===== config.mk =====
export PLATFORM = sky130hd
export DESIGN_NAME = loadStoreUnit
export DESIGN_NICKNAME = d
export VERILOG_FILES = /design/src/hdl/lsuPkg.sv /design/src/hdl/memReqIf.sv /design/src/hdl/loadStoreUnit.sv /design/src/hdl/lsuControl.sv /design/src/hdl/memEngine.sv /design/src/hdl/lineDatapath.sv /design/src/hdl/cacheArrays.sv
export SDC_FILE = /design/constraint.sdc
export NUM_CORES = 2
export LEC_CHECK = 0
export BUFFER_PORTS_ARGS = -buffer_cell sky130_fd_sc_hd__clkbuf_2
export CAP_MARGIN = 20
export CORE_AREA = 5 5 476 478
export DETAILED_ROUTE_END_ITERATION = 6
export DIE_AREA = 0 0 481 483
export PLACE_DENSITY = 0.61
export SYNTH_ARGS = -nofsm -noshare
export SYNTH_HDL_FRONTEND = slang
export SYNTH_SLANG_ARGS = --single-unit

===== constraint.sdc =====
create_clock -name clk -period 9.4 [get_ports clk]
set_clock_uncertainty 0.05 [all_clocks]
set_input_delay 0.94 -clock clk [delete_from_list [all_inputs] [get_ports clk]]
set_output_delay 0.94 -clock clk [all_outputs]
set_load 0.005 [all_outputs]

===== src/hdl/lsuPkg.sv =====
// ########################################
// Sizes are fixed here, 16-bit physical addresses
// Direct-mapped, 16 lines of 16 bytes
// ########################################
package lsuPkg;

    localparam int addrWidth = 16;
    localparam int wordWidth = 32;
    localparam int wordBytes = wordWidth / 8;
    localparam int lineBytes = 16;
    localparam int lineWords = 4;
    localparam int indexWidth = 4;
    localparam int offsetWidth = 4;
    localparam int tagWidth = addrWidth - indexWidth - offsetWidth;
    localparam int lineCount = 1 << indexWidth;

    typedef logic [wordWidth-1:0] wordT;
    typedef logic [addrWidth-1:0] addrT;
    typedef logic [indexWidth-1:0] indexT;
    typedef logic [tagWidth-1:0] tagT;
    typedef logic [lineBytes-1:0] byteMaskT;

    // Byte view for load/store, word view for refill
    typedef union packed {
        logic [lineBytes-1:0][7:0] bytes;
        logic [lineWords-1:0][wordWidth-1:0] words;
    } lineT;

    typedef enum logic [1:0] {CmdLoad, CmdStore, CmdAmo, CmdInvalidate} lsuCmdT;
    typedef enum logic [1:0] {SizeByte, SizeHalf, SizeWord} accessSizeT;
    typedef enum logic [3:0] {
        AmoSwap, AmoAdd, AmoXor, AmoAnd, AmoOr, AmoMin, AmoMax, AmoMinu, AmoMaxu
    } amoFuncT;
    typedef enum logic [1:0] {MemNone, MemRefill, MemWriteThrough, MemInvalidate} memCmdT;

    typedef enum logic [2:0] {Idle, Lookup, Refill, WriteThrough, Invalidate} ctrlStateT;
    typedef enum logic [2:0] {EngIdle, EngSetup, EngAccess, EngInval, EngDone} engStateT;

endpackage

===== src/hdl/memReqIf.sv =====
// ########################################
// Control holds req and fields until done
// ########################################
`timescale 1ns/1ps

interface memReqIf import lsuPkg::*; ();

    logic req;
    memCmdT cmd;
    addrT lineAddr;
    wordT wdata;
    logic [wordBytes-1:0] wstrb;
    lineT fillLine;
    indexT arrayIndex;
    logic arrayWrite;
    logic done;

    modport control (output req, cmd, lineAddr, wdata, wstrb,
                     input fillLine, arrayIndex, arrayWrite, done);
    modport engine (input req, cmd, lineAddr, wdata, wstrb,
                    output fillLine, arrayIndex, arrayWrite, done);

endinterface


===== src/hdl/loadStoreUnit.sv =====
// ########################################
// CPU side APB completer, memory side APB requester
// Sidebands held stable while psel is high
// ########################################
`timescale 1ns/1ps

module loadStoreUnit import lsuPkg::*; (
    input logic clk,
    input logic rst,
    input logic psel,
    input logic penable,
    input addrT paddr,
    input lsuCmdT cmd,
    input accessSizeT size,
    input logic isSigned,
    input amoFuncT amoFunc,
    input wordT pwdata,
    output wordT prdata,
    output logic pready,
    output logic pslverr,
    output logic memPsel,
    output logic memPenable,
    output logic memPwrite,
    output addrT memPaddr,
    output wordT memPwdata,
    output logic [wordBytes-1:0] memPstrb,
    input wordT memPrdata,
    input logic memPready
);

    memReqIf memBus ();

    indexT tagIndex;
    logic readValid;
    tagT readTag;
    lineT readLine;
    wordT loadWord;
    lineT mergeLine;
    byteMaskT mergeMask;
    lineT writeLine;
    byteMaskT writeMask;
    logic dataWrite;
    logic tagWrite;
    logic writeValid;
    tagT writeTag;

    lsuControl control_i (
        .clk(clk), .rst(rst), .psel(psel), .penable(penable), .paddr(paddr),
        .cmd(cmd), .size(size), .pready(pready), .pslverr(pslverr), .prdata(prdata),
        .mem(memBus), .tagIndex(tagIndex), .readValid(readValid), .readTag(readTag),
        .loadWord(loadWord), .mergeLine(mergeLine), .mergeMask(mergeMask),
        .storeLine(writeLine), .storeMask(writeMask), .dataWrite(dataWrite),
        .tagWrite(tagWrite), .writeValid(writeValid), .writeTag(writeTag)
    );

    cacheArrays arrays_i (
        .clk(clk), .rst(rst), .index(tagIndex), .tagWrite(tagWrite),
        .writeValid(writeValid), .writeTag(writeTag), .dataWrite(dataWrite),
        .writeLine(writeLine), .writeMask(writeMask), .readValid(readValid),
        .readTag(readTag), .readLine(readLine)
    );

    lineDatapath datapath_i (
        .line(readLine), .offset(paddr[offsetWidth-1:0]), .size(size),
        .isSigned(isSigned), .isAmo(cmd == CmdAmo), .amoFunc(amoFunc),
        .storeData(pwdata), .loadWord(loadWord), .storeLine(mergeLine),
        .storeMask(mergeMask)
    );

    memEngine engine_i (
        .clk(clk), .rst(rst), .mem(memBus), .memPsel(memPsel),
        .memPenable(memPenable), .memPwrite(memPwrite), .memPaddr(memPaddr),
        .memPwdata(memPwdata), .memPstrb(memPstrb), .memPrdata(memPrdata),
        .memPready(memPready)
    );

endmodule


===== src/hdl/lsuControl.sv =====
// ########################################
// One access at a time, pready is a one-cycle pulse
// Misaligned accesses end in Lookup with pslverr
// ########################################
`timescale 1ns/1ps

module lsuControl import lsuPkg::*; (
    input logic clk,
    input logic rst,
    input logic psel,
    input logic penable,
    input addrT paddr,
    input lsuCmdT cmd,
    input accessSizeT size,
    output logic pready,
    output logic pslverr,
    output wordT prdata,
    memReqIf.control mem,
    output indexT tagIndex,
    input logic readValid,
    input tagT readTag,
    input wordT loadWord,
    input lineT mergeLine,
    input byteMaskT mergeMask,
    output lineT storeLine,
    output byteMaskT storeMask,
    output logic dataWrite,
    output logic tagWrite,
    output logic writeValid,
    output tagT writeTag
);

    ctrlStateT state;
    tagT reqTag;
    indexT reqIndex;
    logic [1:0] wordSel;
    logic hit;
    logic misaligned;
    logic storeHit;
    wordT amoOld;

    always_comb begin
        reqTag = paddr[addrWidth-1 -: tagWidth];
        reqIndex = paddr[offsetWidth +: indexWidth];
        wordSel = paddr[offsetWidth-1:2];
        hit = readValid && (readTag == reqTag);
        case (size)
            SizeHalf: misaligned = paddr[0];
            SizeWord: misaligned = (paddr[1:0] != 2'b00);
            default:  misaligned = 1'b0;
        endcase
        storeHit = (state == Lookup) && hit && !misaligned &&
                   (cmd == CmdStore || cmd == CmdAmo);
    end

    // Engine owns the arrays while it refills or invalidates
    always_comb begin
        tagIndex = reqIndex;
        tagWrite = 1'b0;
        writeValid = 1'b0;
        writeTag = reqTag;
        dataWrite = storeHit;
        storeLine = mergeLine;
        storeMask = mergeMask;
        if (state == Refill || state == Invalidate) begin
            tagIndex = mem.arrayIndex;
            tagWrite = mem.arrayWrite;
            writeValid = (state == Refill);
            dataWrite = mem.arrayWrite && (state == Refill);
            storeLine = mem.fillLine;
            storeMask = '1;
        end
    end

    always_ff @(posedge clk) begin
        if (rst) begin
            state <= Idle;
            pready <= 1'b0;
            pslverr <= 1'b0;
            mem.req <= 1'b0;
        end else begin
            pready <= 1'b0;
            case (state)
                Idle: begin
                    // Array read of reqIndex is issued in this cycle
                    if (psel && penable && !pready) begin
                        state <= Lookup;
                    end
                end
                Lookup: begin
                    if (cmd == CmdInvalidate) begin
                        mem.req <= 1'b1;
                        state <= Invalidate;
                    end else if (misaligned) begin
                        pready <= 1'b1;
                        pslverr <= 1'b1;
                        state <= Idle;
                    end else if (!hit) begin
                        mem.req <= 1'b1;
                        state <= Refill;
                    end else if (cmd == CmdLoad) begin
                        pready <= 1'b1;
                        pslverr <= 1'b0;
                        state <= Idle;
                    end else begin
                        mem.req <= 1'b1;
                        state <= WriteThrough;
                    end
                end
                Refill: begin
                    // Back to Idle to re-read the refilled line
                    if (mem.done) begin
                        mem.req <= 1'b0;
                        state <= Idle;
                    end
                end
                default: begin
                    if (mem.done) begin
                        mem.req <= 1'b0;
                        pready <= 1'b1;
                        pslverr <= 1'b0;
                        state <= Idle;
                    end
                end
            endcase
        end
    end

    always_ff @(posedge clk) begin
        if (state == Lookup) begin
            mem.lineAddr <= {paddr[addrWidth-1:2], 2'b00};
            mem.wdata <= mergeLine.words[wordSel];
            mem.wstrb <= mergeMask[wordSel*wordBytes +: wordBytes];
            amoOld <= loadWord;
            if (cmd == CmdInvalidate) begin
                mem.cmd <= MemInvalidate;
            end else if (hit) begin
                mem.cmd <= MemWriteThrough;
            end else begin
                mem.cmd <= MemRefill;
            end
            prdata <= (cmd == CmdLoad && !misaligned) ? loadWord : '0;
        end else if (mem.done) begin
            prdata <= (cmd == CmdAmo) ? amoOld : '0;
        end
    end

endmodule


===== src/hdl/memEngine.sv =====
// ########################################
// APB requester, word-aligned transfers only
// Refill reads offsets 0, 4, 8, 12 in order
// ########################################
`timescale 1ns/1ps

module memEngine import lsuPkg::*; (
    input logic clk,
    input logic rst,
    memReqIf.engine mem,
    output logic memPsel,
    output logic memPenable,
    output logic memPwrite,
    output addrT memPaddr,
    output wordT memPwdata,
    output logic [wordBytes-1:0] memPstrb,
    input wordT memPrdata,
    input logic memPready
);

    engStateT state;
    logic [1:0] beat;
    indexT walkIndex;
    indexT lineIndex;
    lineT fill;

    always_comb begin
        lineIndex = mem.lineAddr[offsetWidth +: indexWidth];
        memPsel = (state == EngSetup) || (state == EngAccess);
        memPenable = (state == EngAccess);
        memPwrite = (mem.cmd == MemWriteThrough);
        memPwdata = mem.wdata;
        memPstrb = memPwrite ? mem.wstrb : '0;
        if (memPwrite) begin
            memPaddr = {mem.lineAddr[addrWidth-1:2], 2'b00};
        end else begin
            memPaddr = {mem.lineAddr[addrWidth-1:offsetWidth], beat, 2'b00};
        end
        mem.fillLine = fill;
        mem.done = (state == EngDone);
        mem.arrayIndex = (state == EngInval) ? walkIndex : lineIndex;
        // Refilled line goes into the arrays together with done
        mem.arrayWrite = (state == EngInval) || (state == EngDone && mem.cmd == MemRefill);
    end

    always_ff @(posedge clk) begin
        if (rst) begin
            state <= EngIdle;
            beat <= '0;
            walkIndex <= '0;
        end else begin
            case (state)
                EngIdle: begin
                    if (mem.req) begin
                        beat <= '0;
                        walkIndex <= '0;
                        case (mem.cmd)
                            MemInvalidate: state <= EngInval;
                            MemNone:       state <= EngDone;
                            default:       state <= EngSetup;
                        endcase
                    end
                end
                EngSetup: state <= EngAccess;
                EngAccess: begin
                    if (memPready) begin
                        if (memPwrite || beat == 2'(lineWords - 1)) begin
                            state <= EngDone;
                        end else begin
                            beat <= beat + 1'b1;
                            state <= EngSetup;
                        end
                    end
                end
                EngInval: begin
                    walkIndex <= walkIndex + 1'b1;
                    if (walkIndex == '1) begin
                        state <= EngDone;
                    end
                end
                default: state <= EngIdle;
            endcase
        end
    end

    always_ff @(posedge clk) begin
        if (state == EngAccess && memPready && !memPwrite) begin
            fill.words[beat] <= memPrdata;
        end
    end

endmodule


===== src/hdl/lineDatapath.sv =====
// ########################################
// Offset assumed aligned to the access size
// ########################################
`timescale 1ns/1ps

module lineDatapath import lsuPkg::*; (
    input lineT line,
    input logic [offsetWidth-1:0] offset,
    input accessSizeT size,
    input logic isSigned,
    input logic isAmo,
    input amoFuncT amoFunc,
    input wordT storeData,
    output wordT loadWord,
    output lineT storeLine,
    output byteMaskT storeMask
);

    wordT rawWord;
    wordT shifted;
    wordT storeValue;
    logic [2:0] byteCount;
    logic [offsetWidth-1:0] pos;

    function automatic wordT amoAlu(amoFuncT func, wordT src, wordT old);
        case (func)
            AmoSwap: return src;
            AmoAdd:  return src + old;
            AmoXor:  return src ^ old;
            AmoAnd:  return src & old;
            AmoOr:   return src | old;
            AmoMin:  return ($signed(src) < $signed(old)) ? src : old;
            AmoMax:  return ($signed(src) > $signed(old)) ? src : old;
            AmoMinu: return (src < old) ? src : old;
            AmoMaxu: return (src > old) ? src : old;
            default: return old;
        endcase
    endfunction

    always_comb begin
        rawWord = line.words[offset[offsetWidth-1:2]];
        shifted = rawWord >> {offset[1:0], 3'b000};
        case (size)
            SizeByte: loadWord = {{24{isSigned & shifted[7]}}, shifted[7:0]};
            SizeHalf: loadWord = {{16{isSigned & shifted[15]}}, shifted[15:0]};
            default:  loadWord = rawWord;
        endcase
    end

    always_comb begin
        storeValue = isAmo ? amoAlu(amoFunc, storeData, rawWord) : storeData;
        case (size)
            SizeByte: byteCount = 3'd1;
            SizeHalf: byteCount = 3'd2;
            default:  byteCount = 3'd4;
        endcase
        storeLine = line;
        storeMask = '0;
        pos = offset;
        // Low bytes of the value land at the offset
        for (int i = 0; i < wordBytes; i++) begin
            pos = offset + offsetWidth'(i);
            if (i < byteCount) begin
                storeLine.bytes[pos] = storeValue[8*i +: 8];
                storeMask[pos] = 1'b1;
            end
        end
    end

endmodule


===== src/hdl/cacheArrays.sv =====
// ########################################
// Registered reads, old data on a same-index write
// Only the valid bits are cleared by reset
// ########################################
`timescale 1ns/1ps

module cacheArrays import lsuPkg::*; (
    input logic clk,
    input logic rst,
    input indexT index,
    input logic tagWrite,
    input logic writeValid,
    input tagT writeTag,
    input logic dataWrite,
    input lineT writeLine,
    input byteMaskT writeMask,
    output logic readValid,
    output tagT readTag,
    output lineT readLine
);

    logic [lineCount-1:0] validBits;
    tagT tagMem [lineCount];
    lineT dataMem [lineCount];

    always_ff @(posedge clk) begin
        if (rst) begin
            validBits <= '0;
            readValid <= 1'b0;
        end else begin
            if (tagWrite) begin
                validBits[index] <= writeValid;
            end
            readValid <= validBits[index];
        end
    end

    always_ff @(posedge clk) begin
        if (tagWrite) begin
            tagMem[index] <= writeTag;
        end
        readTag <= tagMem[index];
    end

    // Byte lanes written independently
    always_ff @(posedge clk) begin
        for (int b = 0; b < lineBytes; b++) begin
            if (dataWrite && writeMask[b]) begin
                dataMem[index].bytes[b] <= writeLine.bytes[b];
            end
        end
        readLine <= dataMem[index];
    end

endmodule


==> impl_metrics.py <==
metrics = {
    "setup_path": {
        "r2r_setup_slack_ps": 1690,
        "timing.critical_path.from": "paddr[2]",
        "cpMaxStageDelayCell": "o21ai_2",
        "critical_path.cell_chain": "buf_4 > buf_4 > mux4_2 > inv_1 > ha_1 > nor2_1 > a221oi_2 > o21bai_2 > or4_1 > nor2_1 > mux2i_1 > or2_0 > a211oi_1 > o21ai_2 > mux2i_1 > a221o_1 > o21ai_1",
        "regToRegStartpoint": "arrays_i.readLine[75]",
        "cp_slowest_stage_delay_ps": 920,
        "setup.worst_path.start_class": "primary input",
        "timing.setup.critical_path_class": "in -> reg",
        "timing.critical_path.fanout_max": 39,
        "cp_data_arrival_time_ps": 8390,
        "critical_path_required_ps": 9940,
        "timing.critical_path.to_type": "register",
    },
    "die": {
        "floorplan.initialDensity": 0.497,
        "die_height_um": 483,
        "die-area_mm2": 0.232,
        "core.rowCount": 173,
        "design.portCount": 183,
        "core_mm2": 0.221,
        "horizontal_die_dimension_um": 481,
    },
    "sta": {
        "timing.final.crit_period_ps": 7850,
        "final.hold.worst_slack_ps": 177,
        "setup_viol": 0,
        "final_max_tran_viols": 0,
        "tns_ps": 0,
        "unrepaired_setup_endpoints_after_global_routing": "false",
        "relSlewSlack": 0.149,
        "achievable-frequency_mhz": 127,
        "finalHoldViolations": 0,
        "worst_margin_slew_ps": 1270,
        "setup_slack_ps": 1550,
        "final_min_period_over_clock_period": 0.835,
    },
    "placed_design": {
        "dp_hpwl_um": 246000,
        "gp_congestion": 1.05,
        "placement_stage_worst_setup_slack_ps": 832,
        "port-buffer-count": 180,
    },
    "synthesis": {
        "dominantRegCellSynth": "edfxtp_1",
        "ys_top_cells_by_count": "2420 x edfxtp_1, 900 x nand2_1, 620 x nor2_1",
        "synth_most_common_cell": "edfxtp_1",
        "synth_register_bits": 2588,
        "yosys_warnings": 0,
        "synthesis.area_mm2": 0.110,
        "yosys.area.top_type_share": 0.660,
        "synth_area_leaders": "edfxtp_1 66%, mux4_2 12%, nand2_1 3.1%, dfxtp_1 3.1%, nor2_1 2.1%",
        "synth.distinct_cells": 95,
        "yosys.area.top_type": "edfxtp_1",
        "synthesis.instances": 7079,
        "synth_edf_count": 2420,
        "postSynth.asyncResetShare": 0,
        "ys_seq_area_frac": 0.691,
        "syn_avg_cell_area_um2": 15.6,
    },
    "detailed_routing": {
        "vias": 69100,
        "via_per_inst": 6.56,
        "drt_iter0_drc": 9335,
        "detail_route.first_pass.iterations": 7,
        "routedWlPerCell_um": 34.7,
        "drc_violation_count_after_routing": 5,
        "drt-total-wl_um": 365000,
        "ant_nets": 0,
    },
    "grt": {
        "globalRouteOverflowTotal": 0,
        "grt_usage": 0.310,
        "grt_pass1_vias": 67000,
        "grt_antenna_before_repair": 48,
        "grt_pass1_wl_um": 513000,
        "maximum_number_of_pins_on_one_net_before_global_route_repair": 129,
    },
    "clocking": {
        "clk_latency_ps": 970,
        "clock_tree.buffer_depth": 4,
        "cts_sinks": 2588,
        "clk_pin_slew_worst_paths_ps": 60,
        "post-cts-setup-buffers": 0,
        "cts.hold.buffers_added": 0,
        "clk_root_buffer_cell": "clkbuf_16",
        "cts_max_level": 5,
        "ctsResizeCount": 0,
        "numCtsBuffers": 283,
        "cts_tree": "built",
    },
    "cells_and_area": {
        "n_fill_cell": 17400,
        "final-seq-area_mm2": 0.0760,
        "multiInputGateArea_mm2": 0.0321,
        "drive_above_1_share": 0.202,
        "areaGrowthSynthToFinish_pct": 12.5,
        "finish.net_count": 7531,
    },
    "job": {
        "drv.max_cap_violation_count": 0,
    },
    "power_and_ir_drop": {
        "power.density_mw_per_mm2": 230,
        "worst_ir_drop_vdd_uv": 196,
        "power.leakage_nw": 41.1,
    },
    "outcome": {
        "run_status": "finished with violations",
        "violations_in_the_final_reports": "DRC",
    },
    "worst_hold_path": {
        "hold_path.startpoint": "memPrdata[15]",
        "hold_path.class": "in -> reg",
    },
}
-- metal layers --
layer  GRT usage  part of all wire
met1       0.455              0.41
met2       0.443              0.44
met3      0.0844              0.11
met4       0.122             0.044
met5     0.00228           0.00037
-- through the flow --
step / instance area (um^2) / util / std cells / power [mW]
4_1_cts: 124000 / 0.558 / 10500 / 28.5
3_5_place_dp: 115000 / 0.519 / 9993 / 18.1
2_1_floorplan: 110000 / - / 7080 / 16.2
5_1_grt: 124000 / 0.559 / 10500 / 29.4
6_report: 124000 / 0.559 / 10500 / 28.5
3_3_place_gp: 115000 / 0.519 / 9988 / 18.1
-- state kept, by name (all words and copies together) (netlist names), 2 cells and up --
name                    flops
arrays_i.dataMem         2048
control_i.mem.lineAddr     14
control_i.amoOld           32
engine_i.mem.fillLine     128
arrays_i.tagMem           128
arrays_i.readLine         128
control_i.prdata           32
arrays_i.validBits         16
control_i.mem.cmd           2
control_i.mem.wstrb         4
control_i.mem.wdata        32
engine_i.walkIndex          4
engine_i.state              3
engine_i.beat               2
control_i.state             3
arrays_i.readTag            8
-- cell type report --
cell class              instances  share of cell area
flip-flops and latches       2588               0.614
multi-input cells            3937               0.259
clock buffers                 371              0.0622
well taps                    2975              0.0301
repair buffers                414              0.0230
clock inverters               120             0.00759
inverters                     101             0.00308
diodes                         35            0.000707
-- worst max-delay path, delay by kind of cell --
kind                       cells  cell delay [ps]
muxes                          3             1200
and+or+nand+nor                4             1920
AOI/OAI and AO/OA              6             2870
buffers and inverters          3             1020
adders and majority gates      1              330
-- worst paths after layout --
kind                                endpoint  cells past startpoint
hold / removal    engine_i.mem.fillLine[111]                      1
hold reg to reg         control_i.prdata[10]                      1
setup reg to reg     arrays_i.dataMem[0][62]                     18
setup / recovery     arrays_i.dataMem[4][35]                     17
-- layout by cell type (no fill, tap or decap), drive strengths merged, types with 13 or more instances in the layout --
cell type  Yosys  routed
o21ai        252     252
inv          100     108
a211oi        52      52
and2          19      19
clkinv         1      97
mux2          48      48
bufinv         0      13
nor2b         14      14
clkbuf       315     552
a22oi         39      39
a221o         15      15
o211ai        30      30
a221oi        47      47
xnor2         14      14
nor2         620     620
dfxtp        168     168
o21a          18      18
mux2i         22      22
buf          139     233
o31ai         23      23
o22ai         65      65
nand4         30      30
diode          0      35
nor3          52      52
nand2        900     900
ha           111     111
a21oi        234     234
nand2b        22      22
mux4         583     583
o221ai        55      55
a22o          50      50
edfxtp      2420    2420
xor2          14      14
a21o          45      45
a31oi        166     166
nor4          20      20
and3         150     150
nand3         61      61
-- cell families after synthesis --
| logic type | Yosys count | share of synthesized area |
|---|---|---|
| other | 1 | 0.0000341 |
| and+or+nand+nor | 1935 | 0.0748 |
| adders and majority gates | 112 | 0.0128 |
| AOI/OAI and AO/OA | 1207 | 0.0734 |
| muxes | 653 | 0.126 |
| buffers and inverters | 555 | 0.0199 |
| xor gates and xnor gates | 28 | 0.00223 |
| DFF | 2588 | 0.691 |
-- report_power, final --
| group | leakage, nW | switching (mW) | internal (mW) |
|---|---|---|---|
| Combinational | 13.7 | 3.04 | 1.33 |
| Sequential | 23.2 | 0.294 | 13.4 |
| Clock | 4.26 | 4.38 | 6.11 |
No activity file was read; power rests on OpenSTA's default activity.
